==> config.mk <==
export PLATFORM = sky130hd
export DESIGN_NAME = rv_core_top
export DESIGN_NICKNAME = d
export VERILOG_FILES = /design/src/rv_pkg.sv /design/src/rv_core_top.sv /design/src/rv_decode.sv /design/src/rv_execute.sv /design/src/rv_pipe_reg.sv /design/src/rv_result.sv
export SDC_FILE = /design/constraint.sdc
export NUM_CORES = 2
export LEC_CHECK = 0
export BUFFER_PORTS_ARGS = -buffer_cell sky130_fd_sc_hd__buf_2
export CORE_MARGIN = 3
export CORE_UTILIZATION = 30
export CTS_BUF_LIST = sky130_fd_sc_hd__clkbuf_16
export DETAILED_ROUTE_END_ITERATION = 10
export HOLD_SLACK_MARGIN = 0.08
export PLACE_DENSITY_LB_ADDON = 0.15
export SLEW_MARGIN = 20
export SYNTH_ARGS = -nofsm -noshare
export SYNTH_HDL_FRONTEND = slang
export SYNTH_SLANG_ARGS = --single-unit
==> constraint.sdc <==
create_clock -name clk -period 7.7 [get_ports clk]
set_clock_uncertainty 0.05 [all_clocks]
set_input_delay 0.385 -clock clk [delete_from_list [all_inputs] [get_ports clk]]
set_output_delay 0.385 -clock clk [all_outputs]
set_load 0.05 [all_outputs]
==> src/rv_pkg.sv <==
package rv_pkg;

  localparam int xlen       = 32;
  localparam int reg_addr_w = 5;
  localparam int reg_count  = 32;

  // Major opcodes handled by the core
  localparam logic [6:0] opc_op     = 7'b0110011;
  localparam logic [6:0] opc_op_imm = 7'b0010011;
  localparam logic [6:0] opc_lui    = 7'b0110111;
  localparam logic [6:0] opc_auipc  = 7'b0010111;

  localparam logic [2:0] f3_add_sub = 3'b000;
  localparam logic [2:0] f3_sll     = 3'b001;
  localparam logic [2:0] f3_slt     = 3'b010;
  localparam logic [2:0] f3_sltu    = 3'b011;
  localparam logic [2:0] f3_xor     = 3'b100;
  localparam logic [2:0] f3_srl_sra = 3'b101;
  localparam logic [2:0] f3_or      = 3'b110;
  localparam logic [2:0] f3_and     = 3'b111;

  // Alternate form selects sub and sra
  localparam logic [6:0] f7_normal = 7'b0000000;
  localparam logic [6:0] f7_alt    = 7'b0100000;

  typedef enum logic [3:0] {
    alu_add,
    alu_sub,
    alu_xor,
    alu_or,
    alu_and,
    alu_sll,
    alu_srl,
    alu_sra,
    alu_slt,
    alu_sltu,
    alu_pass_b
  } alu_op_e;

  typedef enum logic [1:0] {
    op_a_rs1,
    op_a_pc,
    op_a_zero
  } op_a_sel_e;

  typedef struct packed {
    logic [xlen-1:0]       pc;
    logic [reg_addr_w-1:0] rs1;
    logic [reg_addr_w-1:0] rs2;
    logic [reg_addr_w-1:0] rd;
    logic [xlen-1:0]       imm;
    alu_op_e               alu_op;
    op_a_sel_e             op_a_sel;
    logic                  use_imm;
    logic                  wr_en;
    logic                  illegal;
  } dec_t;

  typedef struct packed {
    logic [reg_addr_w-1:0] rd;
    logic [xlen-1:0]       data;
    logic                  wr_en;
    logic                  illegal;
  } res_t;

endpackage

==> src/rv_core_top.sv <==
module rv_core_top (
  input  logic                          clk,
  input  logic                          arst_n_i,
  input  logic                          instr_valid_i,
  output logic                          instr_ready_o,
  input  logic [rv_pkg::xlen-1:0]       instr_i,
  input  logic [rv_pkg::xlen-1:0]       instr_pc_i,
  output logic                          result_valid_o,
  input  logic                          result_ready_i,
  output logic [rv_pkg::reg_addr_w-1:0] result_rd_o,
  output logic [rv_pkg::xlen-1:0]       result_data_o,
  output logic                          result_illegal_o
);

  import rv_pkg::*;

  dec_t                  dec_d;
  dec_t                  dec_q;
  logic                  dec_valid;
  logic                  res_ready;
  res_t                  res_d;
  res_t                  res_q;
  logic [reg_addr_w-1:0] rs1_addr;
  logic [reg_addr_w-1:0] rs2_addr;
  logic [xlen-1:0]       rs1_data;
  logic [xlen-1:0]       rs2_data;

  rv_decode u_decode (
    .instr_i (instr_i),
    .pc_i    (instr_pc_i),
    .dec_o   (dec_d)
  );

  rv_pipe_reg #(.payload_t(dec_t)) u_dec_reg (
    .clk      (clk),
    .arst_n_i (arst_n_i),
    .valid_i  (instr_valid_i),
    .ready_o  (instr_ready_o),
    .data_i   (dec_d),
    .valid_o  (dec_valid),
    .ready_i  (res_ready),
    .data_o   (dec_q)
  );

  rv_execute u_execute (
    .dec_i      (dec_q),
    .rs1_addr_o (rs1_addr),
    .rs2_addr_o (rs2_addr),
    .rs1_data_i (rs1_data),
    .rs2_data_i (rs2_data),
    .res_o      (res_d)
  );

  rv_pipe_reg #(.payload_t(res_t)) u_res_reg (
    .clk      (clk),
    .arst_n_i (arst_n_i),
    .valid_i  (dec_valid),
    .ready_o  (res_ready),
    .data_i   (res_d),
    .valid_o  (result_valid_o),
    .ready_i  (result_ready_i),
    .data_o   (res_q)
  );

  // Writes back on the result handshake, bypasses the held record
  rv_result u_result (
    .clk         (clk),
    .arst_n_i    (arst_n_i),
    .rs1_addr_i  (rs1_addr),
    .rs2_addr_i  (rs2_addr),
    .rs1_data_o  (rs1_data),
    .rs2_data_o  (rs2_data),
    .res_valid_i (result_valid_o),
    .res_ready_i (result_ready_i),
    .res_i       (res_q)
  );

  assign result_rd_o      = res_q.rd;
  assign result_data_o    = res_q.data;
  assign result_illegal_o = res_q.illegal;

endmodule

==> src/rv_decode.sv <==
module rv_decode (
  input  logic [rv_pkg::xlen-1:0] instr_i,
  input  logic [rv_pkg::xlen-1:0] pc_i,
  output rv_pkg::dec_t            dec_o
);

  import rv_pkg::*;

  logic [6:0]      opcode;
  logic [2:0]      funct3;
  logic [6:0]      funct7;
  logic [xlen-1:0] imm_i_type;
  logic [xlen-1:0] imm_u_type;

  assign opcode = instr_i[6:0];
  assign funct3 = instr_i[14:12];
  assign funct7 = instr_i[31:25];

  assign imm_i_type = {{20{instr_i[31]}}, instr_i[31:20]};
  assign imm_u_type = {instr_i[31:12], 12'b0};

  // Normal-form op for a funct3, shared by reg and imm forms
  function automatic alu_op_e base_op(input logic [2:0] f3);
    case (f3)
      f3_sll:     return alu_sll;
      f3_slt:     return alu_slt;
      f3_sltu:    return alu_sltu;
      f3_xor:     return alu_xor;
      f3_srl_sra: return alu_srl;
      f3_or:      return alu_or;
      f3_and:     return alu_and;
      default:    return alu_add;
    endcase
  endfunction

  always_comb begin
    dec_o.pc       = pc_i;
    dec_o.rs1      = instr_i[19:15];
    dec_o.rs2      = instr_i[24:20];
    dec_o.rd       = instr_i[11:7];
    dec_o.imm      = imm_i_type;
    dec_o.alu_op   = base_op(funct3);
    dec_o.op_a_sel = op_a_rs1;
    dec_o.use_imm  = 1'b0;
    dec_o.illegal  = 1'b0;
    case (opcode)
      opc_op: begin
        if (funct7 == f7_alt && funct3 == f3_add_sub) begin
          dec_o.alu_op = alu_sub;
        end else if (funct7 == f7_alt && funct3 == f3_srl_sra) begin
          dec_o.alu_op = alu_sra;
        end else if (funct7 != f7_normal) begin
          dec_o.illegal = 1'b1;
        end
      end
      opc_op_imm: begin
        dec_o.use_imm = 1'b1;
        // Shift immediates carry a funct7 in imm[11:5]
        if (funct3 == f3_srl_sra && funct7 == f7_alt) begin
          dec_o.alu_op = alu_sra;
        end else if ((funct3 == f3_sll || funct3 == f3_srl_sra) && funct7 != f7_normal) begin
          dec_o.illegal = 1'b1;
        end
      end
      opc_lui: begin
        dec_o.imm      = imm_u_type;
        dec_o.use_imm  = 1'b1;
        dec_o.op_a_sel = op_a_zero;
        dec_o.alu_op   = alu_pass_b;
      end
      opc_auipc: begin
        dec_o.imm      = imm_u_type;
        dec_o.use_imm  = 1'b1;
        dec_o.op_a_sel = op_a_pc;
        dec_o.alu_op   = alu_add;
      end
      default: dec_o.illegal = 1'b1;
    endcase
    dec_o.wr_en = !dec_o.illegal;
  end

endmodule

==> src/rv_execute.sv <==
module rv_execute (
  input  rv_pkg::dec_t                  dec_i,
  output logic [rv_pkg::reg_addr_w-1:0] rs1_addr_o,
  output logic [rv_pkg::reg_addr_w-1:0] rs2_addr_o,
  input  logic [rv_pkg::xlen-1:0]       rs1_data_i,
  input  logic [rv_pkg::xlen-1:0]       rs2_data_i,
  output rv_pkg::res_t                  res_o
);

  import rv_pkg::*;

  logic [xlen-1:0] op_a;
  logic [xlen-1:0] op_b;
  logic [4:0]      shamt;
  logic [xlen-1:0] result;

  assign rs1_addr_o = dec_i.rs1;
  assign rs2_addr_o = dec_i.rs2;

  always_comb begin
    case (dec_i.op_a_sel)
      op_a_pc:   op_a = dec_i.pc;
      op_a_zero: op_a = '0;
      default:   op_a = rs1_data_i;
    endcase
  end

  assign op_b  = dec_i.use_imm ? dec_i.imm : rs2_data_i;
  assign shamt = op_b[4:0];

  always_comb begin
    case (dec_i.alu_op)
      alu_sub:    result = op_a - op_b;
      alu_xor:    result = op_a ^ op_b;
      alu_or:     result = op_a | op_b;
      alu_and:    result = op_a & op_b;
      alu_sll:    result = op_a << shamt;
      alu_srl:    result = op_a >> shamt;
      alu_sra:    result = $signed(op_a) >>> shamt;
      alu_slt:    result = {{(xlen-1){1'b0}}, $signed(op_a) < $signed(op_b)};
      alu_sltu:   result = {{(xlen-1){1'b0}}, op_a < op_b};
      alu_pass_b: result = op_b;
      default:    result = op_a + op_b;
    endcase
  end

  always_comb begin
    res_o.rd      = dec_i.rd;
    res_o.data    = result;
    res_o.wr_en   = dec_i.wr_en;
    res_o.illegal = dec_i.illegal;
  end

endmodule

==> src/rv_pipe_reg.sv <==
module rv_pipe_reg #(
  parameter type payload_t = logic [31:0]
) (
  input  logic     clk,
  input  logic     arst_n_i,
  input  logic     valid_i,
  output logic     ready_o,
  input  payload_t data_i,
  output logic     valid_o,
  input  logic     ready_i,
  output payload_t data_o
);

  logic     valid_q;
  payload_t data_q;

  // Accept when empty or when the held item leaves this cycle
  assign ready_o = !valid_q || ready_i;

  always_ff @(posedge clk or negedge arst_n_i) begin
    if (!arst_n_i) begin
      valid_q <= 1'b0;
    end else if (valid_i && ready_o) begin
      valid_q <= 1'b1;
    end else if (ready_i) begin
      valid_q <= 1'b0;
    end
  end

  always_ff @(posedge clk) begin
    if (valid_i && ready_o) begin
      data_q <= data_i;
    end
  end

  assign valid_o = valid_q;
  assign data_o  = data_q;

endmodule

==> src/rv_result.sv <==
module rv_result (
  input  logic                          clk,
  input  logic                          arst_n_i,
  input  logic [rv_pkg::reg_addr_w-1:0] rs1_addr_i,
  input  logic [rv_pkg::reg_addr_w-1:0] rs2_addr_i,
  output logic [rv_pkg::xlen-1:0]       rs1_data_o,
  output logic [rv_pkg::xlen-1:0]       rs2_data_o,
  input  logic                          res_valid_i,
  input  logic                          res_ready_i,
  input  rv_pkg::res_t                  res_i
);

  import rv_pkg::*;

  logic [xlen-1:0] regs [1:reg_count-1];
  logic            pend_wr;

  // Pending record that will be written on its handshake
  assign pend_wr = res_valid_i && res_i.wr_en && (res_i.rd != '0);

  always_ff @(posedge clk or negedge arst_n_i) begin
    if (!arst_n_i) begin
      for (int i = 1; i < reg_count; i++) begin
        regs[i] <= '0;
      end
    end else if (pend_wr && res_ready_i) begin
      regs[res_i.rd] <= res_i.data;
    end
  end

  function automatic logic [xlen-1:0] read_port(input logic [reg_addr_w-1:0] addr);
    if (addr == '0) begin
      return '0;
    end else if (pend_wr && res_i.rd == addr) begin
      return res_i.data;
    end
    return regs[addr];
  endfunction

  always_comb begin
    rs1_data_o = read_port(rs1_addr_i);
  end

  always_comb begin
    rs2_data_o = read_port(rs2_addr_i);
  end

endmodule

## After elaboration in Yosys (flattened, before gate mapping)

Index checks and enable logic that the tools add are counted.

- Memories kept: 0
- ROM bits: 0
- Register bits: 1121
- Latch bits: 0
- Memory bits (writable): 0

- Divide/modulo/power cells: 0
- Eq/ne operators: 26
- Magnitude comparators: 6
- Bitwise gates (word level): 6
- Multiply operators: 0
- Mux-type cells: 39
- Reductions and logical operators: 26
- $add $sub $neg: 2
- Shifts and indexed selects: 3

Operators by type and width:

| operator | number |
|---|---|
| $bwmux 992 | 1 |
| $mux 32 | 12 |
| $bmux 32 s5 | 2 |
| $pmux 32 s10 | 1 |
| $demux 32 s5 | 1 |
| $lt 32x32->1 | 2 |
| $pmux 32 s2 | 1 |
| $add 32x32->32 | 1 |
| $and 32x32->32 | 1 |
| $or 32x32->32 | 1 |
| $shl 32x5->32 | 1 |
| $shr 32x5->32 | 1 |
| $sshr 32x5->32 | 1 |
| $sub 32x32->32 | 1 |
| $xor 32x32->32 | 1 |
| $mux 31 | 1 |
| $pmux 4 s7 | 1 |
| $eq 7x6->1 const B | 3 |
| $ge 6x6->1 const B | 3 |
| $not 5->6 | 3 |
| $eq 4x3->1 const B | 4 |
| $pmux 4 s4 | 1 |
| $eq 7x5->1 const B | 2 |
| $mux 1 | 14 |
| 23 further kinds | 48 |

## Depth between registers and ports, before layout

- Word-level depth: 9
- Gate-level depth with buffers: 29
- Depth with buffers taken out: 22

## By module

Synthesis repeated with hierarchy kept, for this count alone.

- Cell total of the unflattened synthesis: 5551
- Area, all modules: 69307.7 µm²

Modules (own cells, without submodules):

| module | seq. area each (µm²) | instances | cells an instance | area each (µm²) |
|---|---|---|---|---|
| rv_result | 24823.8 | 1 | 3744 | 53965.5 |
| rv_execute | 0.0 | 1 | 1553 | 10616.4 |
| rv_pipe_reg (u_dec_reg) | 2667.6 | 1 | 92 | 2696.3 |
| rv_pipe_reg (u_res_reg) | 1196.1 | 1 | 43 | 1224.9 |
| rv_decode | 0.0 | 1 | 119 | 804.5 |

## Worst setup path before layout

OpenSTA, ideal clock, no wires.

- Kind: flip-flop to flip-flop
- From: register u_dec_reg.data_q, in the netlist u_dec_reg.data_o[47]
- To: register u_res_reg.data_q, in the netlist u_res_reg.data_o[28], data pin
- Data required time: 7391 ps
- Stages on the path, launching flop included: 28
- Buffers on the path: 8
- Data arrival time: 6089 ps
- Path slack: 1302 ps
- Cell sequence: edfxtp_1 -> buf_2 -> buf_2 -> buf_2 -> buf_2 -> buf_2 -> buf_2 -> buf_1 -> buf_1 -> mux4_2 -> mux4_2 -> mux2i_1 -> a21oi_1 -> mux2i_1 -> inv_1 -> ha_1 -> nor2b_1 -> o21ai_0 -> a21o_1 -> a21oi_1 -> o21a_1 -> nor2_1 -> o31ai_1 -> o31ai_4 -> o31ai_1 -> a221o_1 -> o221ai_1 -> a211o_1

RTL lines:

| item | line | text |
|---|---|---|
| from (decl) | rv_pipe_reg.sv:15 | `payload_t data_q;` |
| from (signal assigned) | rv_pipe_reg.sv:32 | `data_q <= data_i;` |
| to (signal assigned) | rv_pipe_reg.sv:32 |  |
| to (decl) | rv_pipe_reg.sv:15 |  |

==> flow_metrics.env <==
export IMPL_vias_per_cell=5.96
export IMPL_grt_busiest_layer="met2"
export IMPL_hold_viol_final=0
export IMPL_ys_types=118
export IMPL_critPathTopFamily="compound AO/OA/AOI/OAI gates"
export IMPL_dp_cells=8303
export IMPL_cts_tree="built"
export IMPL_rows=175
export IMPL_synthAdderAreaFrac=0.0180
export IMPL_die_area_um2=235000
export IMPL_yosys_warnings=0
export IMPL_drive_gt1_frac=0.386
export IMPL_grt_pass1_wl_um=426000
export IMPL_wire_per_inst_um=35.6
export IMPL_crit_top_cell="buf_4"
export IMPL_grt_use_total=0.254
export IMPL_required_ns=8.17
export IMPL_core_um2=228000
export IMPL_areaGrowthSynthToFinish_pct=13.5
export IMPL_max_freq_mhz=140
export IMPL_synth_simple_area_share=0.0520
export IMPL_start_util=0.302
export IMPL_final_cell_mix="1062 x mux2_2, 994 x dfrtp_1, 392 x mux4_2, 294 x mux2i_1, 272 x buf_4"
export IMPL_grtUsageMet3=0.0434
export IMPL_synth_edff_count=127
export IMPL_synth_compound_area_share=0.0978
export IMPL_setup_slack_ns=0.538
export IMPL_period_needed_ns=7.16
export IMPL_critical_path_class="reg2reg"
export IMPL_vias=51400
export IMPL_numCtsBuffers=135
export IMPL_syn_area_um2=68900
export IMPL_rsz0062_at_grt="no"
export IMPL_die_x_um=485
export IMPL_cts_setup_buffers=0
export IMPL_crit_arrival_ns=7.63
export IMPL_antenna_found_initial=21
export IMPL_worst_skew_pair_late_latency_ns=0.82
export IMPL_worst_slew_pin_slew_ns=1.18
export IMPL_pre_cts_ws_ns=0.411
export IMPL_met2_usage=0.392
export IMPL_critPathMaxFanout=39
export IMPL_clk_pin_slew_worst_paths_ns=0.06
export IMPL_vdd_drop_max_mv=0.225
export IMPL_critPathLaunchType="flip-flop"
export IMPL_dp_hpwl_um=205000
export IMPL_worstPathCellList="buf_12 -> buf_4 -> mux4_2 -> mux2i_1 -> o22ai_1 -> or3_1 -> o2bb2ai_2 -> nand2_1 -> a31oi_1 -> a2bb2oi_1 -> a211oi_1 -> a2111oi_0 -> buf_4 -> o221ai_1"
export IMPL_synthFlopType="dfrtp_1"
export IMPL_grt_max_degree=171
export IMPL_synthMuxAreaShare=0.363
export IMPL_ant_nets=0
export IMPL_setup_viol=0
export IMPL_stdcell_count=8622
export IMPL_tns_ns=0
export IMPL_drt_pre_antenna_iters=5
export IMPL_cts_sinks=1121
export IMPL_layout_commonest_cell="mux2_2"
export IMPL_port_buffers=107
export IMPL_slew_viol_final=0
export IMPL_grt_overflow=0
export IMPL_wl_um=307000
export IMPL_h_tree_depth=4
export IMPL_nets=5665
export IMPL_synth_seq_cells=1121
export IMPL_fin_total_pwr_w=0.0186
export IMPL_die_h_um=485
export IMPL_min_period_over_period=0.930
export IMPL_syn_nets=5609
export IMPL_synth_xor_area_frac=0.00394
export IMPL_slowest_stage="a2111oi_0"
export IMPL_hold_buffers=68
export IMPL_critPathMaxStageDelay_ns=0.89
export IMPL_relSlewSlack=0.212
export IMPL_cts_root_buf="clkbuf_16"
export IMPL_grt_pass1_vias=51100
export IMPL_drv_cap=0
export IMPL_first_iter_violations=5287
export IMPL_hp_class="in2async"
export IMPL_synth_async_reset_ratio=0.887
export IMPL_crit_buf_inv=3
export IMPL_cellPowerDensity_nw_per_um2=238
export IMPL_ioPinCount=108
export IMPL_synth_top_family_by_area="multiplexers"
export IMPL_drc=0
export IMPL_cts_buffer_depth=3
export IMPL_fillers=22300
export IMPL_cts_resized=0
export IMPL_avgSynthCellArea_um2=12.7
export IMPL_status="finished, final reports clean"
export IMPL_gp_congestion=0.966
export IMPL_ys_seq_area_frac=0.417
export IMPL_syn_inst=5443
export IMPL_end_kind="flip-flop"
export IMPL_grt_util_met1=0.350
export IMPL_leakage_nw=34.7
## state kept, by name, indices dropped and copies added (netlist names)
register and count:
u_dec_reg.data_o 88, u_res_reg.data_o 39, u_result.regs 992, u_dec_reg.valid_o 1, u_res_reg.valid_o 1
## through the flow
stage	hold slack [ns]	utilization	cell area (µm²)
6_report	0.0963	0.343	78200
5_1_grt	0.130	0.343	78200
4_1_cts	0.100	0.343	78200
3_5_place_dp	0.356	0.321	73200
3_3_place_gp	0.351	0.321	73200
2_1_floorplan	0.0394	-	68900
## cell families after synthesis
kind of cell / after synthesis
mux: 1796
flops: 1121
compound gates: 962
simple gates: 768
buf+inv: 667
fa+ha+maj: 98
xor+xnor: 31
## cells in the mapped netlist, drive strengths merged (9+ instances only)
cell type / number / share of area
dfrtp: 994 / 0.36
a32oi: 11 / 0.0016
ha: 96 / 0.017
o2111ai: 10 / 0.0013
a21oi: 235 / 0.017
clkbuf: 307 / 0.020
a31oi: 24 / 0.0024
o21ai: 161 / 0.012
mux2i: 294 / 0.043
nand2: 250 / 0.014
a311oi: 13 / 0.0017
nand4: 9 / 0.00082
a22o: 11 / 0.0014
a22oi: 57 / 0.0066
and2: 23 / 0.0021
a211oi: 43 / 0.0047
nand2b: 31 / 0.0028
nor2b: 30 / 0.0027
o21a: 19 / 0.0021
o211ai: 35 / 0.0040
a2bb2oi: 9 / 0.0011
a221o: 24 / 0.0035
nor2: 231 / 0.013
o31a: 11 / 0.0014
a221oi: 67 / 0.0086
xnor2: 21 / 0.0027
o31ai: 11 / 0.0014
a2111oi: 10 / 0.0016
nor4: 25 / 0.0023
or3: 10 / 0.00098
o22ai: 32 / 0.0029
mux4: 440 / 0.15
o221ai: 38 / 0.0049
o21bai: 26 / 0.0028
buf: 249 / 0.023
mux2: 1062 / 0.17
nand3: 50 / 0.0036
and3: 14 / 0.0013
a211o: 11 / 0.0014
nor3: 43 / 0.0031
a21o: 41 / 0.0045
inv: 105 / 0.0058
nor3b: 9 / 0.00098
edfxtp: 127 / 0.055
xor2: 10 / 0.0013
## where the power goes
part | total [W] | internal, W | switching, W
combinational | 0.00484 | 0.00205 | 0.00279
clock | 0.00634 | 0.00352 | 0.00282
sequential | 0.00743 | 0.00680 | 0.000626
total | 0.0186 | 0.0124 | 0.00624
## area by class of cell
class	count	area, µm²	share of cell area
Multi-Input combinational cell	3655	37200	0.475
Sequential cell	1121	28700	0.367
Timing Repair Buffer	476	3850	0.0492
Tap cell	3009	3760	0.0481
Clock buffer	138	3450	0.0442
Clock inverter	107	827	0.0106
Inverter	110	439	0.00562
Antenna cell	6	15.0	0.000192
## final timing paths
| path | startpoint | to | slack [ns] | cells after the start |
|---|---|---|---|---|
| worst max register to register | u_dec_reg.data_o[51] | u_res_reg.data_o[21] | 0.54 | 14 |
| max in group asynchronous | arst_n_i | u_result.regs[286] | 5.57 | 4 |
| min in group clk | instr_i[8] | u_dec_reg.data_o[42] | 0.24 | 2 |
| worst min register to register | u_dec_reg.data_o[42] | u_res_reg.data_o[35] | 0.37 | 0 |
| worst min-delay path | arst_n_i | u_result.regs[2] | 0.1 | 2 |
| worst max-delay path | u_dec_reg.data_o[51] | u_res_reg.data_o[21] | 0.54 | 14 |
## layer usage
metal	share of wire	routed length (µm)	vias up
li1	-	-	21000
met1	0.43	133000	27700
met2	0.45	138000	2240
met3	0.066	20200	497
met4	0.050	15400	0
met5	0	0	-
No activity file was read; power rests on OpenSTA's default activity.
